$ cat src/verilog/memPkg.sv
package memPkg;

    //////////////////////////////
    // Widths
    localparam int AddrBits = 17;               // 128 KiB of RAM
    localparam int DataBits = 32;
    localparam int LenBits = 2;
    localparam int TagBits = 4;

    //////////////////////////////
    // Queue and cache geometry
    localparam int QueueDepth = 4;
    localparam int QueuePtrBits = 2;
    localparam int LineCount = 16;              // One word per line
    localparam int OffsetBits = 2;
    localparam int IndexBits = 4;
    localparam int CacheTagBits = AddrBits - IndexBits - OffsetBits;

    //////////////////////////////
    // Controller timing
    localparam int MemStartDelay = 2;
    localparam int DelayBits = 2;
    localparam int MemBytes = 131072;

    typedef logic [AddrBits-1:0] addrT;
    typedef logic [DataBits-1:0] dataT;
    typedef logic [LenBits-1:0] lenT;           // 0 byte, 1 half, 3 word
    typedef logic [TagBits-1:0] tagT;
    typedef logic [IndexBits-1:0] indexT;
    typedef logic [CacheTagBits-1:0] cacheTagT;
    typedef logic [DelayBits-1:0] delayCntT;

    typedef enum logic [1:0] {cacheIdle, cacheLookup, cacheMemWait, cacheRespond} cacheStateT;
    typedef enum logic [1:0] {memIdle, memDelay, memTransfer} memStateT;

endpackage

$ cat src/verilog/memReqIf.sv
`timescale 1ns/1ps

interface memReqIf import memPkg::*; ();
    logic en;
    logic ls;                   // 1 for store
    addrT addr;
    dataT data;
    lenT len;
    tagT tag;

    logic ready;
    logic done;                 // One cycle per request
    dataT rdata;
    tagT rtag;

    modport queue (
        output en, ls, addr, data, len, tag,
        input  ready, done, rdata, rtag
    );

    modport cache (
        input  en, ls, addr, data, len, tag,
        output ready, done, rdata, rtag
    );
endinterface

$ cat src/verilog/loadStoreQueue.sv
`timescale 1ns/1ps

module loadStoreQueue import memPkg::*; (
    input  logic   clk,
    input  logic   rst,
    input  logic   reqValid,
    input  logic   reqStore,
    input  addrT   reqAddr,
    input  dataT   reqData,
    input  lenT    reqLen,
    input  tagT    reqTag,
    output logic   reqReady,
    output logic   respValid,
    output dataT   respData,
    output tagT    respTag,
    memReqIf.queue cacheReq
);
    logic entLs [QueueDepth];
    addrT entAddr [QueueDepth];
    dataT entData [QueueDepth];
    lenT entLen [QueueDepth];
    tagT entTag [QueueDepth];

    logic [QueuePtrBits-1:0] wrPtr;
    logic [QueuePtrBits-1:0] rdPtr;
    logic [QueuePtrBits:0] count;
    logic push;
    logic pop;

    assign reqReady = (count != (QueuePtrBits+1)'(QueueDepth));
    assign push = reqValid && reqReady;
    assign pop = cacheReq.en && cacheReq.ready;

    // Head entry goes to the cache
    assign cacheReq.en = (count != '0);
    assign cacheReq.ls = entLs[rdPtr];
    assign cacheReq.addr = entAddr[rdPtr];
    assign cacheReq.data = entData[rdPtr];
    assign cacheReq.len = entLen[rdPtr];
    assign cacheReq.tag = entTag[rdPtr];

    assign respValid = cacheReq.done;           // Pass straight through
    assign respData = cacheReq.rdata;
    assign respTag = cacheReq.rtag;

    always_ff @(posedge clk) begin
        if (rst) begin
            wrPtr <= '0;
            rdPtr <= '0;
            count <= '0;
        end else begin
            if (push)
                wrPtr <= wrPtr + 1'b1;          // Wraps at depth
            if (pop)
                rdPtr <= rdPtr + 1'b1;
            case ({push, pop})
                2'b10: count <= count + 1'b1;
                2'b01: count <= count - 1'b1;
                default: count <= count;
            endcase
        end
    end

    always_ff @(posedge clk) begin
        if (push) begin
            entLs[wrPtr] <= reqStore;
            entAddr[wrPtr] <= reqAddr;
            entData[wrPtr] <= reqData;
            entLen[wrPtr] <= reqLen;
            entTag[wrPtr] <= reqTag;
        end
    end

endmodule

$ cat src/flat_wrapper.sv
// flat-port wrapper written by rule: the top's interface ports become plain ports
module loadStoreQueue_flat import memPkg::*;
  (clk, rst, reqValid, reqStore, reqAddr, reqData, reqLen, reqTag, reqReady, respValid, respData, respTag, cacheReq_en, cacheReq_ls, cacheReq_addr, cacheReq_data, cacheReq_len, cacheReq_tag, cacheReq_ready, cacheReq_done, cacheReq_rdata, cacheReq_rtag);
  memReqIf cacheReq_i ();
  input  logic clk;
  input  logic rst;
  input  logic reqValid;
  input  logic reqStore;
  input  addrT reqAddr;
  input  dataT reqData;
  input  lenT reqLen;
  input  tagT reqTag;
  output logic reqReady;
  output logic respValid;
  output dataT respData;
  output tagT respTag;
  output wire logic [$bits(cacheReq_i.en)-1:0] cacheReq_en;
  output wire logic [$bits(cacheReq_i.ls)-1:0] cacheReq_ls;
  output wire logic [$bits(cacheReq_i.addr)-1:0] cacheReq_addr;
  output wire logic [$bits(cacheReq_i.data)-1:0] cacheReq_data;
  output wire logic [$bits(cacheReq_i.len)-1:0] cacheReq_len;
  output wire logic [$bits(cacheReq_i.tag)-1:0] cacheReq_tag;
  input wire logic [$bits(cacheReq_i.ready)-1:0] cacheReq_ready;
  input wire logic [$bits(cacheReq_i.done)-1:0] cacheReq_done;
  input wire logic [$bits(cacheReq_i.rdata)-1:0] cacheReq_rdata;
  input wire logic [$bits(cacheReq_i.rtag)-1:0] cacheReq_rtag;
  assign cacheReq_en = cacheReq_i.en;
  assign cacheReq_ls = cacheReq_i.ls;
  assign cacheReq_addr = cacheReq_i.addr;
  assign cacheReq_data = cacheReq_i.data;
  assign cacheReq_len = cacheReq_i.len;
  assign cacheReq_tag = cacheReq_i.tag;
  assign cacheReq_i.ready = cacheReq_ready;
  assign cacheReq_i.done = cacheReq_done;
  assign cacheReq_i.rdata = cacheReq_rdata;
  assign cacheReq_i.rtag = cacheReq_rtag;
  loadStoreQueue u_core (.clk(clk), .rst(rst), .reqValid(reqValid), .reqStore(reqStore), .reqAddr(reqAddr), .reqData(reqData), .reqLen(reqLen), .reqTag(reqTag), .reqReady(reqReady), .respValid(respValid), .respData(respData), .respTag(respTag), .cacheReq(cacheReq_i));
endmodule
$ cat config.mk
export PLATFORM = sky130hd
export DESIGN_NAME = loadStoreQueue_flat
export DESIGN_NICKNAME = d
export VERILOG_FILES = /design/src/verilog/memPkg.sv /design/src/verilog/memReqIf.sv /design/src/verilog/loadStoreQueue.sv /design/src/flat_wrapper.sv
export SDC_FILE = /design/constraint.sdc
export NUM_CORES = 1
export LEC_CHECK = 0
export ABC_AREA = 1
export BUFFER_PORTS_ARGS = -buffer_cell sky130_fd_sc_hd__clkbuf_2
export CAP_MARGIN = 10
export CORE_MARGIN = 4
export CORE_UTILIZATION = 55
export DETAILED_ROUTE_END_ITERATION = 8
export PLACE_DENSITY = 0.76
export SETUP_SLACK_MARGIN = 0.3
export SYNTH_ARGS = -nofsm -noshare
export SYNTH_HDL_FRONTEND = slang
export SYNTH_SLANG_ARGS = --single-unit
$ cat constraint.sdc
create_clock -name clk -period 4.65 [get_ports clk]
set_input_delay 0.465 -clock clk [delete_from_list [all_inputs] [get_ports clk]]
set_output_delay 0.465 -clock clk [all_outputs]
set_load 0.02 [all_outputs]
After elaboration in Yosys (flattened, before gate mapping) --
Memory sizes are Yosys's and may differ from the RTL's. A register that Yosys moved wholly into a read port is not among the register bits. Index checks and enable logic that the tools add are counted.
Storage, ports and cells: register bits after elaboration 7, bits in writable memories 224, bits of input ports 97, output and inout port bits 95, memories kept 5
Operators by class: add/subtract/negate cells 4, eq/ne operators 3, multiplexer cells 13, reductions and logical operators 4
Memory list:
- u_core.entData | depth 4, bits a word 32, read ports 1, clocked after memory_dff 1, wr ports 1, RTL line loadStoreQueue.sv:20 | dataT entData [QueueDepth];
- u_core.entAddr | depth 4, bits a word 17, read ports 1, clocked after memory_dff 1, wr ports 1, RTL line loadStoreQueue.sv:19 | addrT entAddr [QueueDepth];
- u_core.entTag | depth 4, bits a word 4, read ports 1, clocked after memory_dff 1, wr ports 1, RTL line loadStoreQueue.sv:22 | tagT entTag [QueueDepth];
- u_core.entLen | depth 4, bits a word 2, read ports 1, clocked after memory_dff 1, wr ports 1, RTL line loadStoreQueue.sv:21 | lenT entLen [QueueDepth];
- u_core.entLs | depth 4, bits a word 1, read ports 1, clocked after memory_dff 1, wr ports 1, RTL line loadStoreQueue.sv:18 | logic entLs [QueueDepth];
Operator list (number):
- $mux W2 | 10
- $pmux W3 S2 | 1
- $add A2 B1 Y2 const B | 2
- $add A3 B1 Y3 const B | 1
- $ne A3 B3 Y1 const B | 1
- $reduce_bool A3 Y1 | 1
- $sub A3 B1 Y3 const B | 1
- $eq A2 B1 Y1 const B | 1
- $eq A2 B2 Y1 const B | 1
- $logic_and A1 B1 Y1 | 2
- $mux W1 | 2
- $reduce_bool A2 Y1 | 1

Longest topological paths before layout --
Gate-level depths: netlist of the first run.
word-level depth 4, mapped depth 13, gate-level depth less buffers 13

Worst setup path after synthesis of the first run --
OpenSTA, ideal clock, no wires.
path type register to register, from register u_core.count[1], to memory u_core.entAddr[0][0] (netlist name) (enable), arrival 3144 ps, required time 4180 ps, setup slack 1036 ps, cell stages (with the launch flop) 5, period minus slack after synthesis 3614 ps, cell sequence dfxtp_1 > nor2_1 > nand2_1 > nand2_1 > nor2_1
On the way: cells in the longest elaborated chain, start to end 4
RTL lines:
- start, declared | RTL line loadStoreQueue.sv:26 | logic [QueuePtrBits:0] count;
- start signal, assigned | RTL line loadStoreQueue.sv:57 | 2'b10: count <= count + 1'b1;
- start signal, assigned | RTL line loadStoreQueue.sv:58 | 2'b01: count <= count - 1'b1;
- start signal, assigned | RTL line loadStoreQueue.sv:59 | default: count <= count;
- $ne A3 B3 Y1 | RTL line loadStoreQueue.sv:30 | assign reqReady = (count != (QueuePtrBits+1)'(QueueDepth));
- net reqReady | RTL line flat_wrapper.sv:13 | output logic reqReady;
- $logic_and A1 B1 Y1 | RTL line loadStoreQueue.sv:31 | assign push = reqValid && reqReady;
- $mux W1 | RTL line loadStoreQueue.sv:65 | if (push) begin
- $mux W1 (not written as such) | RTL line loadStoreQueue.sv:67 | entAddr[wrPtr] <= reqAddr;
- end, declared | RTL line loadStoreQueue.sv:19
The timed path passes the listed nets, and every way through them passes these cells.

==> metrics.csv, run 1 <==
stage,metric,value,unit
setup_path,slowest_delay,580,ps
route,avgViaCountPerCell,5.55,
logic_synthesis,syn_inst,647,
logic_synthesis,synthTopCellsByCount,"edfxtp_1, nor2_1, o21ai_0",
layout,n_antenna_cell,0,
logic_synthesis,synth.top_cell.area_share,71.1,%
global_route,grt-busiest-layer,met2,
floorplan,die_h,139,um
timing,fin_setup_tns,0,ps
floorplan,core,0.0167,mm2
pwr,p_leak,3.71,nW
logic_synthesis,yosysWarnings,0,
cts,cts.root.buffer_cell,clkbuf_16,
route,drt_pre_antenna_iters,5,
timing,rsz0062_at_grt,false,
global_route,use_met2,33.1,%
pwr,p_int,3.96,mW
setup_path,path_class,reg -> out,
timing,tightest_slew,1070,ps
pwr,peakVddDrop,0.341,mV
global_route,use_met1,24.6,%
timing,finClkSkew,12.4,ps
pwr,power_density,552,mW/mm2
route,drt_iter0_markers,421,
setup_path,endpoint_kind,output pin,
placed_design,place.detailed.hpwl,11600,um
logic_synthesis,synth_ff_type,edfxtp_1,
global_route,grt_start_max_net_pins,113,
logic_synthesis,synth_edf_count,224,
timing,hold_viol,0,
pwr,sw_frac_of_total,32.4,%
logic_synthesis,synthArstFlopShare,0,%
setup_path,worst-path-max-fanout,59,
logic_synthesis,ys_types,22,
placed_design,dpl_cell_area,0.00989,mm2
cts,ctsLongestPathBuffers,3,
global_route,overflow,0,
logic_synthesis,syn_avg_cell_area,14.6,um2
cts,h-tree-depth,1,
logic_synthesis,synthTopCellsByArea,"edfxtp_1, o21ai_0, nor2_1",
layout,nNetsFinal,830,
floorplan,initial_core_util,56.6,%
cts,cts_hold_buf,0,
cts,clkTransAtPathRegs,60,ps
global_route,met3_usage,4.21,%
pwr,p_comb_share,26.8,%
floorplan,dieArea,0.0194,mm2
setup_path,start_kind,flip-flop,
setup_path,crit_family,buffers and inverters,
setup_path,critPathArrivalTime,2580,ps
setup_path,reg2reg_to,u_core.entTag[2][0]$_DFFE_PP_,
route,dr_total_vias,5354,
cts,clock_latency,510,ps
route,ant_nets,0,
global_route,grt_first_pass_wirelength,30000,um
cts,cts.sinks,233,
timing,relSlewSlack,28.8,%
setup_path,worst_path_max_delay_cell,buf_4,
setup_path,crit_chain,inv_4 > buf_4 > o21ai_0 > o22ai_2 > clkbuf_2,
route,drt-wirelength-per-cell,19.8,um
setup_path,crit_buf_inv,3,
setup_path,rr_worst_depth,5,
pwr,power_switching,1.90,mW
setup_path,cp.depth,5,
floorplan,ioPinCount,192,
layout,syn2layout_area_growth,12.2,%
layout,drive_gt1_share,29.5,%
logic_synthesis,yosys.area.top_type,edfxtp_1,
route,routed_wirelength,19100,um
global_route,grt_pass1_vias,5532,
logic_synthesis,syn_nets,750,
timing,fmax,328,MHz
timing,fin_crit,3050,ps
timing,drv_slew,0,
cts,postCtsSetupRepairBufs,0,
floorplan,fp.dieW,139,um
cts,cts_buffers,24,
timing,setup_viol,0,
floorplan,core.rowCount,47,
layout,fin_area,0.0106,mm2
setup_path,r2r_slack,2120,ps
global_route,grt.total_usage,19.1,%
logic_synthesis,syn_area,0.00946,mm2
setup_path,critPathRequiredTime,4180,ps
outcome,status,"complete, no violations",
cts,cts_tree,yes,
job,cap_violations,0,
pwr,p_clk_share,29.7,%
global_route,antenna_found_initial,1,
hold_path,min_path_type,in -> reg,
logic_synthesis,synth-seq-cells,233,
route,route.detailed.drc,0,
timing,fin_crit_sh,65.6,%
placed_design,io_buffers,117,
cts,cts_resized,0,
setup_path,r2r-start,u_core.count[1]$_SDFFE_PP0P_,
pwr,seqPwrFrac,43.5,%
logic_synthesis,synth_most_common_cell,edfxtp_1,
placed_design,gp_congestion,0.830,
logic_synthesis,ys_seq_area_share,73.0,%
setup_path,setup.worst_path.end,cacheReq_tag[1],
-- through the flow --
stage / utilization (%) / power (mW) / worst slack, ps / std cells / hold slack, ps
after floorplan: - / 3.78 / 1040 / 647 / 459
after global placement: 59.2 / 4.12 / 2150 / 921 / 469
after detailed placement: 59.2 / 4.18 / 2090 / 921 / 489
after CTS: 63.5 / 5.92 / 1580 / 965 / 152
after global routing: 63.5 / 6.13 / 1460 / 965 / 156
final: 63.5 / 5.85 / 1600 / 965 / 171
-- cell families (layout without fill, tap and decap cells) --
kind of cell / Yosys count / after routing / share of synthesized area [%]
compound gates: 175 / 175 / 11.9
flops: 233 / 233 / 73.0
buf+inv: 91 / 189 / 6.44
simple gates: 142 / 142 / 7.77
fa+ha+maj: 6 / 6 / 0.873
-- flip-flops by register name, indices dropped and copies added, names as in the netlist, named ones only --
signal          count
u_core.entData    128
u_core.count        3
u_core.entLs        4
u_core.wrPtr        2
u_core.entLen       8
u_core.entAddr     68
u_core.entTag      16
u_core.rdPtr        2
-- cell usage in the layout (no fill, tap or decap), types with 10 or more instances in the layout --
master	n
nand2_1	15
o22ai_1	30
buf_4	10
nor2_4	30
o21ai_1	26
o21ai_0	84
clkbuf_2	117
clkbuf_16	24
inv_1	16
o22ai_2	26
edfxtp_1	224
clkinv_1	10
nor2_1	92
-- worst register-to-register path, cell delays in order (launching register included) --
cell     delay, ps
dfxtp_1        350
nor2_1          70
nand2_1        130
nand2_1        300
nor2_4         760
buf_4          540
-- worst min path at each step --
stage,from,to,slack (ps),cells after the start
floorplan,u_core.rdPtr[1]$_SDFFE_PP0P_,flip-flop,460,2
global placement,u_core.rdPtr[1]$_SDFFE_PP0P_,flip-flop,470,2
detailed placement,u_core.rdPtr[1]$_SDFFE_PP0P_,flip-flop,490,2
CTS,reqAddr[2],u_core.entAddr[3][2]$_DFFE_PP_,150,1
global route,reqData[20],u_core.entData[1][20]$_DFFE_PP_,160,1
finish,reqAddr[2],u_core.entAddr[3][2]$_DFFE_PP_,170,1
-- metal layers --
layer | share of wire (%) | vias to the layer above | routed length [um]
li1 | - | 2505 | -
met1 | 40 | 2603 | 7700
met2 | 51 | 202 | 9790
met3 | 6.8 | 42 | 1310
met4 | 1.6 | 2 | 305
met5 | 0.068 | - | 13
-- final cells by class --
class,instances,area [um2]
Sequential cell,233,6910
Fill cell,1217,6090
Multi-Input combinational cell,323,1970
Timing Repair Buffer,127,661
Clock buffer,29,619
Tap cell,220,275
Clock inverter,15,101
Inverter,18,70.1
-- power groups by stage --
stage / sequential [mW] / clock, mW / combinational (mW)
detailed placement: 2.59 / 0 / 1.59
floorplan: 2.59 / 0 / 1.19
global route: 2.56 / 1.87 / 1.71
finish: 2.55 / 1.74 / 1.57
CTS: 2.55 / 1.78 / 1.60
global placement: 2.58 / 0 / 1.54
Note: power is estimated with default switching activity, not from simulation.
==> inputs of run 2 (changes only) <==
--- a/config.mk
+++ b/config.mk
@@ -5,13 +5,13 @@
 export SDC_FILE = /design/constraint.sdc
 export NUM_CORES = 1
 export LEC_CHECK = 0
-export ABC_AREA = 1
+export ABC_AREA = 0
 export BUFFER_PORTS_ARGS = -buffer_cell sky130_fd_sc_hd__clkbuf_2
 export CAP_MARGIN = 10
 export CORE_MARGIN = 4
-export CORE_UTILIZATION = 55
+export CORE_UTILIZATION = 54
 export DETAILED_ROUTE_END_ITERATION = 8
-export PLACE_DENSITY = 0.76
+export PLACE_DENSITY = 0.75
 export SETUP_SLACK_MARGIN = 0.3
 export SYNTH_ARGS = -nofsm -noshare
 export SYNTH_HDL_FRONTEND = slang
==> constraint.sdc (replaced) <==
create_clock -name clk -period 3.1 [get_ports clk]
set_input_delay 0.31 -clock clk [delete_from_list [all_inputs] [get_ports clk]]
set_output_delay 0.31 -clock clk [all_outputs]
set_load 0.02 [all_outputs]
==> run 2 against run 1 <==
Against the previous run:
- register-to-register slack lost 1200 ps
- synthesized area shrank 6.2%
- synthesized cell count down 41%
- via count down 27%
- combinational power up 31%
- clock-buffer cell count shrank 3
- sequential share of layout area up 2.5 points
- highest routed layer is now met4
==> metrics.csv, run 2 <==
stage,metric,value,unit
outcome,status,"complete, no violations",
floorplan,dieArea,0.0185,mm2
logic_synthesis,synthTopCellsByCount,"edfxtp_1, mux4_2, buf_4",
layout,fin_util,63.9,%
logic_synthesis,yosys.area.top_type,edfxtp_1,
layout,largest_register,u_core.entData,
cts,cts_buffers,23,
pwr,p_clk_share,31.3,%
logic_synthesis,synth.top_cell.area_share,75.8,%
route,drt_iter0_markers,213,
floorplan,die_h,136,um
global_route,grt.total_usage,17.1,%
global_route,grt_first_pass_wirelength,24100,um
job,cap_violations,0,
logic_synthesis,synth_edf_count,224,
layout,largest_registers,"u_core.entData: 128 flops, u_core.entAddr: 68 flops, u_core.entTag: 16 flops",
layout,largest_reg_flops,128,
layout,final_common_cell,edfxtp_1,
floorplan,ioPinCount,192,
timing,relSlewSlack,58.1,%
setup_path,worst-path-max-fanout,30,
pwr,power_density,866,mW/mm2
cts,h-tree-depth,1,
layout,syn2layout_area_growth,15.3,%
logic_synthesis,yosysWarnings,0,
global_route,grt_start_max_net_pins,46,
cts,cts.sinks,233,
timing,finClkSkew,9.00,ps
logic_synthesis,synthArstFlopShare,0,%
logic_synthesis,syn_avg_cell_area,23.3,um2
logic_synthesis,syn_nets,484,
floorplan,fp.dieW,136,um
timing,rsz0062_at_grt,false,
floorplan,initial_core_util,55.4,%
route,ant_nets,0,
timing,fmax,388,MHz
logic_synthesis,synthTopCellsByArea,"edfxtp_1, mux4_2, buf_4",
timing,tightest_slew,628,ps
logic_synthesis,synth_most_common_cell,edfxtp_1,
global_route,overflow,0,
route,drt-wirelength-per-cell,21.7,um
cts,cts_tree,yes,
cts,ctsLongestPathBuffers,3,
logic_synthesis,syn_inst,381,
timing,hold_viol,0,
timing,fin_crit_sh,83.2,%
pwr,power_switching,2.43,mW
layout,drive_gt1_share,44.5,%
route,avgViaCountPerCell,5.48,
pwr,p_comb_share,23.3,%
route,route.detailed.drc,0,
placed_design,gp_congestion,0.752,
route,routed_wirelength,15400,um
logic_synthesis,syn_area,0.00887,mm2
floorplan,core.rowCount,46,
cts,cts_resized,0,
cts,cts_hold_buf,0,
global_route,grt_pass1_vias,4213,
layout,n_antenna_cell,0,
route,dr_total_vias,3904,
global_route,antenna_found_initial,0,
logic_synthesis,ys_types,25,
cts,clock_latency,490,ps
setup_path,critPathArrivalTime,2270,ps
layout,final_cell_mix,"edfxtp_1, clkbuf_2, mux4_2",
cts,postCtsSetupRepairBufs,0,
timing,drv_slew,0,
placed_design,place.detailed.hpwl,9470,um
placed_design,io_buffers,117,
hold_path,min_path_type,in -> reg,
setup_path,critPathRequiredTime,2790,ps
pwr,seqPwrFrac,45.4,%
logic_synthesis,synth_ff_type,edfxtp_1,
logic_synthesis,ys_seq_area_share,77.9,%
setup_path,path_class,reg -> out,
setup_path,start_kind,flip-flop,
pwr,p_int,6.42,mW
timing,fin_crit,2580,ps
pwr,peakVddDrop,0.580,mV
timing,fin_setup_tns,0,ps
floorplan,core,0.0160,mm2
setup_path,endpoint_kind,output pin,
cts,cts.root.buffer_cell,clkbuf_16,
pwr,p_leak,3.47,nW
route,drt_pre_antenna_iters,4,
timing,setup_viol,0,
cts,clkTransAtPathRegs,60,ps
layout,nNetsFinal,584,
logic_synthesis,synth-seq-cells,233,
layout,n_fill_cell,1103,
pwr,sw_frac_of_total,27.5,%
[run 2: final cells by class]
| class | count | area (um2) | share of cell area [%] |
|---|---|---|---|
| flip-flops and latches | 233 | 6910 | 67.6 |
| multi-input cells | 92 | 1540 | 15.0 |
| repair buffers | 125 | 721 | 7.05 |
| clock buffers | 26 | 587 | 5.74 |
| well taps | 216 | 270 | 2.64 |
| clock inverters | 15 | 175 | 1.71 |
| inverters | 6 | 22.5 | 0.220 |
[run 2: cell families after synthesis]
logic type                 count (synthesis)  share of synthesized area, %
buffers and inverters                     56                          4.87
DFF                                      233                          77.9
muxes                                     58                          14.5
adders and majority gates                  6                         0.931
xor gates and xnor gates                   4                         0.395
AOI/OAI and AO/OA                          6                         0.494
and+or+nand+nor                           18                         0.987
[run 2: metal layers]
| metal | track usage [%] | wire length (um) |
|---|---|---|
| met1 | 22.1 | 5940 |
| met2 | 29.2 | 8080 |
| met3 | 4.63 | 1250 |
| met4 | 4.14 | 182 |
| met5 | 0 | 0 |
[run 2: path summary, 6_finish.rpt]
path	start	endpoint	slack (ps)	cells past startpoint
max	flip-flop	cacheReq_addr[2]	520	3
min	reqData[12]	u_core.entData[0][12]$_DFFE_PP_	30	1
min reg2reg	u_core.rdPtr[1]$_SDFFE_PP0P_	flip-flop	530	2
max reg2reg	u_core.count[0]$_SDFFE_PP0P_	u_core.count[2]$_SDFFE_PP0P_	960	9
[run 2: through the flow]
step	area [um2]	std cells	power (mW)	setup slack, ps	hold slack (ps)
finish	10200	713	8.86	521	33.1
global placement	9460	672	6.15	984	492
detailed placement	9460	672	6.19	966	520
CTS	10200	713	8.99	429	13.9
global route	10200	713	9.26	331	13.7
floorplan	8870	381	5.66	590	409
[run 2: worst max-delay path, stage by stage (launching register included)]
cell	delay (ps)
dfxtp_4	760
buf_12	280
mux4_2	540
clkbuf_2	180
[run 2: power by group through the flow]
| stage | Sequential, mW | Clock (mW) | Combinational, mW |
|---|---|---|---|
| after floorplan | 3.93 | 0 | 1.72 |
| after global placement | 4.08 | 0 | 2.08 |
| after detailed placement | 4.10 | 0 | 2.10 |
| after CTS | 4.04 | 2.84 | 2.11 |
| after global routing | 4.07 | 2.98 | 2.21 |
| final | 4.02 | 2.77 | 2.06 |
