===== config.mk =====
export PLATFORM = sky130hd
export DESIGN_NAME = dataCache_flat
export DESIGN_NICKNAME = d
export VERILOG_FILES = /design/src/verilog/memPkg.sv /design/src/verilog/memReqIf.sv /design/src/verilog/memBusIf.sv /design/src/verilog/dataCache.sv /design/src/flat_wrapper.sv
export SDC_FILE = /design/constraint.sdc
export NUM_CORES = 1
export LEC_CHECK = 0
export ABC_AREA = 0
export BUFFER_PORTS_ARGS = -buffer_cell sky130_fd_sc_hd__buf_2
export CORE_MARGIN = 1.5
export CORE_UTILIZATION = 56
export DETAILED_ROUTE_END_ITERATION = 10
export PLACE_DENSITY_LB_ADDON = 0.15
export SETUP_SLACK_MARGIN = 0.5
export SYNTH_ARGS = -nofsm -noshare
export SYNTH_HDL_FRONTEND = slang
export SYNTH_SLANG_ARGS = --single-unit

===== constraint.sdc =====
create_clock -name clk -period 9.44 [get_ports clk]
set_input_delay 0.472 -clock clk [delete_from_list [all_inputs] [get_ports clk]]
set_output_delay 0.472 -clock clk [all_outputs]
set_load 0.005 [all_outputs]

===== src/verilog/memPkg.sv =====
package memPkg;

    //////////////////////////////
    // Widths
    localparam int AddrBits = 17;               // 128 KiB of RAM
    localparam int DataBits = 32;
    localparam int LenBits = 2;
    localparam int TagBits = 4;

    //////////////////////////////
    // Queue and cache geometry
    localparam int QueueDepth = 4;
    localparam int QueuePtrBits = 2;
    localparam int LineCount = 16;              // One word per line
    localparam int OffsetBits = 2;
    localparam int IndexBits = 4;
    localparam int CacheTagBits = AddrBits - IndexBits - OffsetBits;

    //////////////////////////////
    // Controller timing
    localparam int MemStartDelay = 2;
    localparam int DelayBits = 2;
    localparam int MemBytes = 131072;

    typedef logic [AddrBits-1:0] addrT;
    typedef logic [DataBits-1:0] dataT;
    typedef logic [LenBits-1:0] lenT;           // 0 byte, 1 half, 3 word
    typedef logic [TagBits-1:0] tagT;
    typedef logic [IndexBits-1:0] indexT;
    typedef logic [CacheTagBits-1:0] cacheTagT;
    typedef logic [DelayBits-1:0] delayCntT;

    typedef enum logic [1:0] {cacheIdle, cacheLookup, cacheMemWait, cacheRespond} cacheStateT;
    typedef enum logic [1:0] {memIdle, memDelay, memTransfer} memStateT;

endpackage


===== src/verilog/memReqIf.sv =====
`timescale 1ns/1ps

interface memReqIf import memPkg::*; ();
    logic en;
    logic ls;                   // 1 for store
    addrT addr;
    dataT data;
    lenT len;
    tagT tag;

    logic ready;
    logic done;                 // One cycle per request
    dataT rdata;
    tagT rtag;

    modport queue (
        output en, ls, addr, data, len, tag,
        input  ready, done, rdata, rtag
    );

    modport cache (
        input  en, ls, addr, data, len, tag,
        output ready, done, rdata, rtag
    );
endinterface


===== src/verilog/memBusIf.sv =====
`timescale 1ns/1ps

interface memBusIf import memPkg::*; ();
    logic en;                   // Single cycle start
    logic ls;
    addrT addr;
    dataT data;
    lenT len;

    logic busy;
    logic done;
    dataT rdata;

    modport cache (
        output en, ls, addr, data, len,
        input  busy, done, rdata
    );

    modport ctrl (
        input  en, ls, addr, data, len,
        output busy, done, rdata
    );
endinterface


===== src/verilog/dataCache.sv =====
`timescale 1ns/1ps

module dataCache import memPkg::*; (
    input  logic   clk,
    input  logic   rst,
    memReqIf.cache cpuSide,
    memBusIf.cache memSide
);
    cacheStateT state;

    // Held request
    logic reqLs;
    addrT reqAddr;
    dataT reqData;
    lenT reqLen;
    tagT reqTag;
    dataT respData;

    logic [LineCount-1:0] lineValid;
    cacheTagT lineTags [LineCount];
    dataT lineData [LineCount];

    cacheTagT addrTag;
    indexT addrIndex;
    logic [OffsetBits-1:0] addrOffset;
    logic hit;
    logic loadHit;

    function automatic dataT lenMask(lenT len);
        case (len)
            2'd0: return 32'h0000_00ff;
            2'd1: return 32'h0000_ffff;
            default: return 32'hffff_ffff;
        endcase
    endfunction

    function automatic dataT selectBytes(dataT word, logic [OffsetBits-1:0] offset, lenT len);
        return (word >> {offset, 3'b000}) & lenMask(len);    // Zero extended
    endfunction

    function automatic dataT mergeBytes(dataT word, dataT wdata,
                                        logic [OffsetBits-1:0] offset, lenT len);
        dataT mask;
        mask = lenMask(len) << {offset, 3'b000};
        return (word & ~mask) | ((wdata & lenMask(len)) << {offset, 3'b000});
    endfunction

    assign addrTag = reqAddr[AddrBits-1 -: CacheTagBits];
    assign addrIndex = reqAddr[OffsetBits +: IndexBits];
    assign addrOffset = reqAddr[OffsetBits-1:0];
    assign hit = lineValid[addrIndex] && (lineTags[addrIndex] == addrTag);
    assign loadHit = hit && !reqLs;

    assign cpuSide.ready = (state == cacheIdle);
    assign cpuSide.done = (state == cacheRespond);
    assign cpuSide.rdata = respData;
    assign cpuSide.rtag = reqTag;

    // Misses read the whole aligned word, stores write through as given
    assign memSide.en = (state == cacheLookup) && !loadHit && !memSide.busy;
    assign memSide.ls = reqLs;
    assign memSide.addr = reqLs ? reqAddr : {reqAddr[AddrBits-1:OffsetBits], {OffsetBits{1'b0}}};
    assign memSide.data = reqData;
    assign memSide.len = reqLs ? reqLen : lenT'(3);

    always_ff @(posedge clk) begin
        if (rst) begin
            state <= cacheIdle;
            lineValid <= '0;
        end else begin
            case (state)
                cacheIdle: if (cpuSide.en) state <= cacheLookup;
                cacheLookup: begin
                    if (loadHit)
                        state <= cacheRespond;
                    else if (memSide.en)
                        state <= cacheMemWait;
                end
                cacheMemWait: begin
                    if (memSide.done) begin
                        state <= cacheRespond;
                        if (!reqLs)
                            lineValid[addrIndex] <= 1'b1;   // Refill
                    end
                end
                default: state <= cacheIdle;
            endcase
        end
    end

    always_ff @(posedge clk) begin
        if (cpuSide.en && cpuSide.ready) begin
            reqLs <= cpuSide.ls;
            reqAddr <= cpuSide.addr;
            reqData <= cpuSide.data;
            reqLen <= cpuSide.len;
            reqTag <= cpuSide.tag;
        end
        if (state == cacheLookup && loadHit)
            respData <= selectBytes(lineData[addrIndex], addrOffset, reqLen);
        if (state == cacheMemWait && memSide.done) begin
            if (reqLs) begin
                respData <= '0;
                if (hit)                            // No allocate on store miss
                    lineData[addrIndex] <= mergeBytes(lineData[addrIndex], reqData,
                                                      addrOffset, reqLen);
            end else begin
                respData <= selectBytes(memSide.rdata, addrOffset, reqLen);
                lineData[addrIndex] <= memSide.rdata;
                lineTags[addrIndex] <= addrTag;
            end
        end
    end

endmodule


===== src/flat_wrapper.sv =====
// flat-port wrapper written by rule: the top's interface ports become plain ports
module dataCache_flat import memPkg::*;
  (clk, rst, cpuSide_en, cpuSide_ls, cpuSide_addr, cpuSide_data, cpuSide_len, cpuSide_tag, cpuSide_ready, cpuSide_done, cpuSide_rdata, cpuSide_rtag, memSide_en, memSide_ls, memSide_addr, memSide_data, memSide_len, memSide_busy, memSide_done, memSide_rdata);
  memReqIf cpuSide_i ();
  memBusIf memSide_i ();
  input  logic clk;
  input  logic rst;
  input wire logic [$bits(cpuSide_i.en)-1:0] cpuSide_en;
  input wire logic [$bits(cpuSide_i.ls)-1:0] cpuSide_ls;
  input wire logic [$bits(cpuSide_i.addr)-1:0] cpuSide_addr;
  input wire logic [$bits(cpuSide_i.data)-1:0] cpuSide_data;
  input wire logic [$bits(cpuSide_i.len)-1:0] cpuSide_len;
  input wire logic [$bits(cpuSide_i.tag)-1:0] cpuSide_tag;
  output wire logic [$bits(cpuSide_i.ready)-1:0] cpuSide_ready;
  output wire logic [$bits(cpuSide_i.done)-1:0] cpuSide_done;
  output wire logic [$bits(cpuSide_i.rdata)-1:0] cpuSide_rdata;
  output wire logic [$bits(cpuSide_i.rtag)-1:0] cpuSide_rtag;
  output wire logic [$bits(memSide_i.en)-1:0] memSide_en;
  output wire logic [$bits(memSide_i.ls)-1:0] memSide_ls;
  output wire logic [$bits(memSide_i.addr)-1:0] memSide_addr;
  output wire logic [$bits(memSide_i.data)-1:0] memSide_data;
  output wire logic [$bits(memSide_i.len)-1:0] memSide_len;
  input wire logic [$bits(memSide_i.busy)-1:0] memSide_busy;
  input wire logic [$bits(memSide_i.done)-1:0] memSide_done;
  input wire logic [$bits(memSide_i.rdata)-1:0] memSide_rdata;
  assign cpuSide_i.en = cpuSide_en;
  assign cpuSide_i.ls = cpuSide_ls;
  assign cpuSide_i.addr = cpuSide_addr;
  assign cpuSide_i.data = cpuSide_data;
  assign cpuSide_i.len = cpuSide_len;
  assign cpuSide_i.tag = cpuSide_tag;
  assign cpuSide_ready = cpuSide_i.ready;
  assign cpuSide_done = cpuSide_i.done;
  assign cpuSide_rdata = cpuSide_i.rdata;
  assign cpuSide_rtag = cpuSide_i.rtag;
  assign memSide_en = memSide_i.en;
  assign memSide_ls = memSide_i.ls;
  assign memSide_addr = memSide_i.addr;
  assign memSide_data = memSide_i.data;
  assign memSide_len = memSide_i.len;
  assign memSide_i.busy = memSide_busy;
  assign memSide_i.done = memSide_done;
  assign memSide_i.rdata = memSide_rdata;
  dataCache u_core (.clk(clk), .rst(rst), .cpuSide(cpuSide_i), .memSide(memSide_i));
endmodule

# After elaboration in Yosys (flattened, before gate mapping)
# Memory sizes are Yosys's and may differ from the RTL's. A register that Yosys moved wholly into a read port is not among the register bits.
# Index checks and enable logic that the tools add are counted.
dict set report op_classes {
  bitwise_logic 9
  n_reduce_logical 16
  shift 4
  mux 31
  n_lt_le_gt_ge 2
  n_eq_ne 8
}
# op n
set op_table {}
lappend op_table {{$mux 32} 10}
lappend op_table {{$and 32x32->32} 4}
lappend op_table {{$pmux 32 s2} 1}
lappend op_table {{$shl 32x5->32} 2}
lappend op_table {{$shr 32x5->32} 2}
lappend op_table {{$not 32->32} 1}
lappend op_table {{$or 32x32->32} 1}
lappend op_table {{$or 16x16->16} 1}
lappend op_table {{$mux 2} 6}
lappend op_table {{$eq 11x11->1} 1}
lappend op_table {{$mux 1} 9}
lappend op_table {{$logic_and 1x1->1} 8}
lappend op_table {{$mux 4} 2}
lappend op_table {{$pmux 2 s3} 1}
lappend op_table {{$reduce_and 3->1} 2}
lappend op_table {{$lt 4x5->1 const B} 1}
lappend op_table {{$bmux 1 s4} 1}
lappend op_table {{$demux 1 s4} 1}
lappend op_table {{$eq 2x1->1 const B} 2}
lappend op_table {{$eq 2x2->1 const B} 2}
lappend op_table {{$ge 4x1->1 const B} 1}
lappend op_table {{$logic_not 2->1} 2}
lappend op_table {{$ne 2x2->1 const B} 2}
lappend op_table {{$logic_not 1->1} 3}
lappend op_table {{other kinds (4)} 4}
dict set report word_totals {
  mem_count 2
  output_inout_bits 91
  ff_bits 106
  mem_bits_rw 688
}
# memory words width read_ports rd_clocked_by_memory_dff write_ports line
set memory_table {}
lappend memory_table {u_core.lineData 16 32 1 1 1 dataCache.sv:21} ;# dataT lineData [LineCount];
lappend memory_table {u_core.lineTags 16 11 1 1 1 dataCache.sv:20} ;# cacheTagT lineTags [LineCount];

# Longest topological paths before layout
# Gate-level depths: netlist (run 1).
dict set report depth {
  word_depth 11
  mapped_depth 12
}

# Worst setup path before layout (run 1)
# No wires, ideal clock.
dict set report synth_timing {
  path_kind {reg2reg}
  start {reg with a tool-made name}
  end {mem u_core.lineData[12][0] (netlist name), enable pin}
  path_stages_with_launch 11
  setup_time_ns 0.461
  path_buffers 1
  slack_ns 4.442
  arrival_ns 4.537
  cell_sequence {dfxtp_1 -> buf_6 -> mux4_2 -> or3b_1 -> nand4_1 -> nor3_1 -> nor4_2 -> nand4_2 -> a21oi_2 -> nand3_2 -> nor3_1}
}
# item line
set synth_rtl {}
lappend synth_rtl {{end: declaration} dataCache.sv:21}

==> impl_metrics.tcl, run 1 <==
set metrics [dict create \
    status "completed" \
    hold_class "primary input to register" \
    area_growth_pct 14.8 \
    timing.critical_path.mode_cell "buf_4" \
    worst_slew_pin_slew_ps 1230 \
    r2r_slack_ps 4230 \
    crit_chain "buf_4 > mux4_2 > mux2i_1 > xnor2_1 > a211oi_1 > a31o_2 > nand4_2 > a21oi_2 > nand2_1 > nor3_4 > buf_4" \
    synth_ff_type "edfxtp_1" \
    final_cell_mix "edfxtp_1, buf_2, mux4_2" \
    power_density_nw_per_um2 276 \
    ff2ff_path_depth 11 \
    num_rows 87 \
    fmax_mhz 192 \
    drtPass1Iterations 9 \
    arrival_ps 5450 \
    sequentialPowerShare_pct 46.2 \
    worstHoldPathCells 1 \
    wl_per_cell_um 30.3 \
    pin_count 184 \
    gp_congestion 0.881 \
    grt_pass1_vias 17700 \
    yosysSeqAreaShare_pct 73.4 \
    die_x_um 243 \
    max_slew_margin_pct 17.9 \
    drt_iter0_markers 2274 \
    finalHoldViolCount 0 \
    cts-resized-gates 0 \
    hpwl_um 48900 \
    drive_gt1_share_pct 30.7 \
    antenna_found_initial 0 \
    gr-usage-all-layers_pct 28.2 \
    min_from "cpuSide_data[23]" \
    synth_top_area_share_pct 72.0 \
    setup_viol 0 \
    synthesis.area_um2 32400 \
    drc 0 \
    clkPwrFrac_pct 30.6 \
    combPwrFrac_pct 23.2 \
    insertion_delay_ps 630 \
    die_h_um 243 \
    synth_top_area_cell "edfxtp_1" \
    irDropWorstVdd_mv 0.178 \
    p_switching_mw 3.00 \
    vias_per_cell 6.47 \
    crit_family "buffers and inverters" \
    htreeDepth 3 \
    drv_slew 0 \
    synth_cells 1666 \
    p_int_mw 7.24 \
    rsz0062_at_grt "false" \
    numCtsBuffers 81 \
    grt_pass1_wl_um 120000 \
    p_total_mw 10.2 \
    mappedNetlistNets 1763 \
    max_stage_delay_ps 840 \
    avgSynthCellArea_um2 19.4 \
    final_cells 2730 \
    period_share_pct 55.2 \
    drtAntennaViolNets 0 \
    grt-ovfl-total 0 \
    setup-tns-final_ps 0 \
    switching_share_pct 29.3 \
    ys_types 59 \
    required_ps 9680 \
    placed_cells 2550 \
    postCtsSetupBuffers 0 \
    worstSetupPathType "register to register" \
    clock-sinks 798 \
    ys_top_cells_by_area "edfxtp_1, mux4_2, mux2i_1" \
    post-route-min-period_ps 5210 \
    crit_buf_inv 2 \
    endpoint_kind "register" \
    cts_tree "done" \
    dieArea_um2 59200 \
    synthArstFlopShare_pct 0 \
    synth-edff-count 776 \
    critPathSlowestCell "dfxtp_4" \
    cts_max_path_buffers 3 \
    num_vias 17700 \
    ys_warn_count 0 \
    synth_seq_cells 798 \
    port_buffers 183 \
    crit_fanout 45 \
    final_common_cell "edfxtp_1" \
    drv_cap 0 \
    cp.depth 11 \
    leakage_nw 12.4 \
    final_net_count 2005 \
    clk_transition_reported_paths_ps 60 \
    wirelength_um 82700 \
    initial_core_util_pct 57.1 \
    skew_ps 32.8 \
    startpoint_type "register" \
    core_area_um2 56700 \
    grt_max_degree 82 \
    clock-root-buffer "clkbuf_16" \
]
-- path summary, 6_finish.rpt --
| path | end |
|---|---|
| worst max-delay path | u_core.lineData[4][6] |
| worst min-delay path | u_core.memSide.data[23] |
| worst max register to register | u_core.lineData[4][6] |
| worst min register to register | u_core.lineValid[5] |
-- flip-flops by register name (all words and copies together), names as in the netlist, named ones only --
| signal | count |
|---|---|
| u_core.lineValid | 16 |
| u_core.lineData | 512 |
| u_core.memSide.data | 32 |
| u_core.lineTags | 176 |
| u_core.reqLen | 2 |
| u_core.state | 2 |
| u_core.cpuSide.rdata | 32 |
| u_core.cpuSide.rtag | 4 |
| u_core.reqAddr | 17 |
| u_core.memSide.ls | 1 |
-- area by class of cell --
class,count,area [um^2]
flip-flops and latches,798,23800
fillers,3754,19600
multi-input cells,754,8180
clock buffers,101,2190
repair buffers,267,1620
well taps,756,946
clock inverters,47,418
inverters,6,22.5
diodes,1,2.50
-- power groups by stage --
stage / Combinational [mW] / Sequential, mW / Clock [mW]
after CTS: 2.36 / 4.73 / 3.18
after global routing: 2.53 / 4.76 / 3.32
final: 2.38 / 4.73 / 3.13
after floorplan: 1.68 / 4.64 / 0
after detailed placement: 2.34 / 4.81 / 0
after global placement: 2.28 / 4.80 / 0
-- cells in the mapped netlist (all sizes together) (2+ instances only) --
cell type / n
nor2: 96
o21ba: 4
a22o: 11
ha: 4
o2bb2ai: 2
nor2b: 9
or3: 5
dfxtp: 22
inv: 6
a31oi: 6
buf: 65
mux2i: 94
xor2: 7
o31ai: 2
nand2: 77
or2: 4
a211oi: 11
xnor2: 4
and3: 2
mux2: 21
a221oi: 6
nand2b: 15
a21oi: 42
clkbuf: 43
a32o: 9
a21o: 3
a22oi: 26
mux4: 186
nand4: 3
o21ai: 35
a222oi: 8
edfxtp: 776
o22ai: 18
nand3: 10
nor3: 11
and2: 11
-- per-stage QoR --
| stage | utilization [%] | area (um^2) | setup WS [ps] | hold slack (ps) |
|---|---|---|---|---|
| finish | 65.5 | 37100 | 4230 | 30.6 |
| global route | 65.5 | 37100 | 3930 | 14.5 |
| CTS | 65.5 | 37100 | 4160 | 0.670 |
| detailed placement | 60.3 | 34200 | 4220 | 458 |
| global placement | 60.3 | 34200 | 4320 | 445 |
| floorplan | - | 32400 | 4440 | 435 |
-- cell families (layout without fill, tap and decap cells) --
family | Yosys count | after routing | share of synthesized area, %
and+or+nand+nor | 249 | 249 | 3.54
adders and majority gates | 4 | 4 | 0.155
buffers and inverters | 114 | 421 | 1.90
other | 0 | 1 | 0
muxes | 301 | 301 | 16.7
xor gates and xnor gates | 11 | 11 | 0.298
DFF | 798 | 798 | 73.4
AOI/OAI and AO/OA | 189 | 189 | 4.08
-- per-layer routing --
metal | routed length [um] | up-vias | track usage [%]
met5 | 0 | - | 0
met4 | 2170 | 0 | 8.71
met3 | 8840 | 147 | 6.30
met2 | 38700 | 1052 | 43.5
met1 | 33000 | 9132 | 40.7
li1 | - | 7319 | -
-- timing repair --
item,in CTS,in global routing
hold buffers,31,0
endpoints found under the setup margin,0,0
hold endpoints to repair,31,0
(Power assumes the default switching activity.)
==> run 2, diff against run 1 <==
--- a/config.mk
+++ b/config.mk
@@ -5,10 +5,10 @@
 export SDC_FILE = /design/constraint.sdc
 export NUM_CORES = 1
 export LEC_CHECK = 0
-export ABC_AREA = 0
+export ABC_AREA = 1
 export BUFFER_PORTS_ARGS = -buffer_cell sky130_fd_sc_hd__buf_2
 export CORE_MARGIN = 1.5
-export CORE_UTILIZATION = 56
+export CORE_UTILIZATION = 55
 export DETAILED_ROUTE_END_ITERATION = 10
 export PLACE_DENSITY_LB_ADDON = 0.15
 export SETUP_SLACK_MARGIN = 0.5
==> constraint.sdc (replaced) <==
create_clock -name clk -period 4.6 [get_ports clk]
set_input_delay 0.23 -clock clk [delete_from_list [all_inputs] [get_ports clk]]
set_output_delay 0.23 -clock clk [all_outputs]
set_load 0.005 [all_outputs]
==> impl_metrics.tcl, run 2 <==
set metrics [dict create \
    drive_gt1_share_pct 14.4 \
    period_share_pct 80.1 \
    reg.largest.list "u_core.lineData x512, u_core.lineTags x176" \
    final_area_um2 38700 \
    clk_transition_reported_paths_ps 60 \
    endpoint_kind "register" \
    dieArea_um2 62300 \
    synth_top_area_cell "edfxtp_1" \
    placed_area_um2 35500 \
    synth-edff-count 776 \
    ys_types 41 \
    die_x_um 250 \
    num_vias 24000 \
    wirelength_um 97000 \
    htreeDepth 3 \
    gp_congestion 0.907 \
    timing.critical_path.mode_cell "nand3_1" \
    cts_max_path_buffers 3 \
    hpwl_um 57800 \
    grt-ovfl-total 0 \
    synth_seq_cells 798 \
    critPathSlowestCell "inv_4" \
    ff2ff_path_depth 14 \
    mappedNetlistNets 2901 \
    pin_count 184 \
    leakage_nw 13.8 \
    crit_chain "inv_4 > nand3_1 > nand3_1 > nand3_1 > nand3_1 > nand2_1 > nor2_1 > nand2_1 > nor2_2 > nand2_1 > o21ai_2 > inv_2 > nor2_4 > buf_12" \
    max_stage_delay_ps 650 \
    worstHoldPathCells 3 \
    drt_iter0_markers 2847 \
    setup_viol 0 \
    cts-resized-gates 0 \
    core_area_um2 60200 \
    postCtsSetupBuffers 0 \
    synthTopCellsByCount "edfxtp_1, nor2_1, nand2_1" \
    p_total_mw 22.8 \
    avgSynthCellArea_um2 11.9 \
    fmax_mhz 271 \
    pre_cts_slack_ps 960 \
    yosysMostFrequentCell "edfxtp_1" \
    grt_pass1_vias 23200 \
    top_register "u_core.lineData" \
    synthArstFlopShare_pct 0 \
    r2r_slack_ps 920 \
    ys_warn_count 0 \
    finalHoldViolCount 0 \
    crit_fanout 71 \
    drc 0 \
    max_slew_margin_pct 24.1 \
    clock-sinks 798 \
    die_h_um 250 \
    drtAntennaViolNets 0 \
    setup-tns-final_ps 0 \
    final_net_count 3141 \
    largest_reg_flops 512 \
    grt_pass1_wl_um 144000 \
    synth_cells 2804 \
    drtPass1Iterations 6 \
    worst_slew_pin_slew_ps 1140 \
    gr-usage-all-layers_pct 31.0 \
    min_from "memSide_rdata[23]" \
    clock-root-buffer "clkbuf_16" \
    required_ps 4910 \
    arrival_ps 4000 \
    cts-hold-fix-buffers 57 \
    reg2reg_to "u_core.lineData[15][27]" \
    drv_slew 0 \
    numCtsBuffers 83 \
    synth_top_area_share_pct 69.7 \
    worstSetupPathType "register to register" \
    port_buffers 183 \
    power_density_nw_per_um2 589 \
    num_rows 90 \
    wl_per_cell_um 24.9 \
    cts_tree "done" \
    skew_ps 20.5 \
    post-route-min-period_ps 3680 \
    area_growth_pct 15.8 \
    final_common_cell "edfxtp_1" \
    startpoint_type "register" \
    hold_slack_ps 50.1 \
    synth_ff_type "edfxtp_1" \
    final_cell_mix "edfxtp_1, nor2_1, nand2_1" \
    antennaDiodeCount 0 \
    antenna_found_initial 1 \
    yosysSeqAreaShare_pct 71.0 \
    fin_ws_ps 915 \
    irDropWorstVdd_mv 0.382 \
    synthesis.area_um2 33400 \
    insertion_delay_ps 640 \
    initial_core_util_pct 55.5 \
    ys_top_cells_by_area "edfxtp_1, nor2_1, o21ai_0" \
    hold_class "primary input to register" \
    vias_per_cell 6.16 \
    rsz0062_at_grt "false" \
    grt_max_degree 115 \
    hold-path-endpoint "u_core.cpuSide.rdata[15]" \
    drv_cap 0 \
    status "completed" \
]
==> run 2: cell types whose count changed in the layout (fill, tap and decap cells not counted), moves of 53 or more <==
cell      change
nor2_1      +367
nand2_1     +303
o21ai_0     +277
mux4_2      -180
nand3_1     +172
inv_1       +134
o221ai_1    +100
mux2i_1      -91
o211ai_1     +53
==> run 2: cells by family (layout without fill, tap and decap cells) <==
group | Yosys count | count (layout) | synth area share (%)
adders and majority gates | 4 | 4 | 0.150
muxes | 3 | 3 | 0.0898
and+or+nand+nor | 1036 | 1036 | 12.6
buffers and inverters | 344 | 648 | 4.65
DFF | 798 | 798 | 71.0
AOI/OAI and AO/OA | 619 | 619 | 11.4
==> run 2: area by class of cell <==
type	count	area, um^2
timing repair buffer	352	2630
clock inverter	45	378
sequential	798	23800
multi-input combinational	1662	8180
fill	4473	21500
clock buffer	104	2220
inverter	147	563
tap	782	978
==> run 2: layer usage <==
layer,vias to the layer above,share of wire [%],track usage (%)
li1,10600,-,-
met1,11700,40,42.7
met2,1372,46,48.4
met3,242,10,6.97
met4,2,4.0,12.3
met5,-,0.013,0
==> run 2: worst max-delay path, delay by kind of cell, from the launching register on <==
family	cells	cell delay, ps
DFF	1	450
buffers and inverters	3	1220
AOI/OAI and AO/OA	1	160
and+or+nand+nor	10	1420
==> run 2: worst max-delay path by stage <==
stage                   from                      end  slack [ps]  depth (start not counted)
finish              register  u_core.lineData[15][27]         920                         14
global route        register   u_core.lineData[1][10]         690                         14
CTS                 register  u_core.lineData[15][27]         930                         16
detailed placement  register  u_core.lineData[15][31]         960                         14
global placement    register   u_core.lineData[2][27]        1070                         16
floorplan           register    u_core.lineData[2][0]        1200                         16
==> run 2: through the flow <==
stage	std cells	util [%]
floorplan	2804	-
global placement	3684	59.0
detailed placement	3684	59.0
CTS	3890	64.2
global route	3890	64.2
finish	3890	64.2
==> run 2: where the power goes <==
group          switching (mW)  total, mW  internal [mW]  leakage, nW
Clock                    2.72       6.42           3.70         1.27
Sequential              0.338       9.59           9.26         7.21
Combinational            4.86       6.76           1.90         5.30
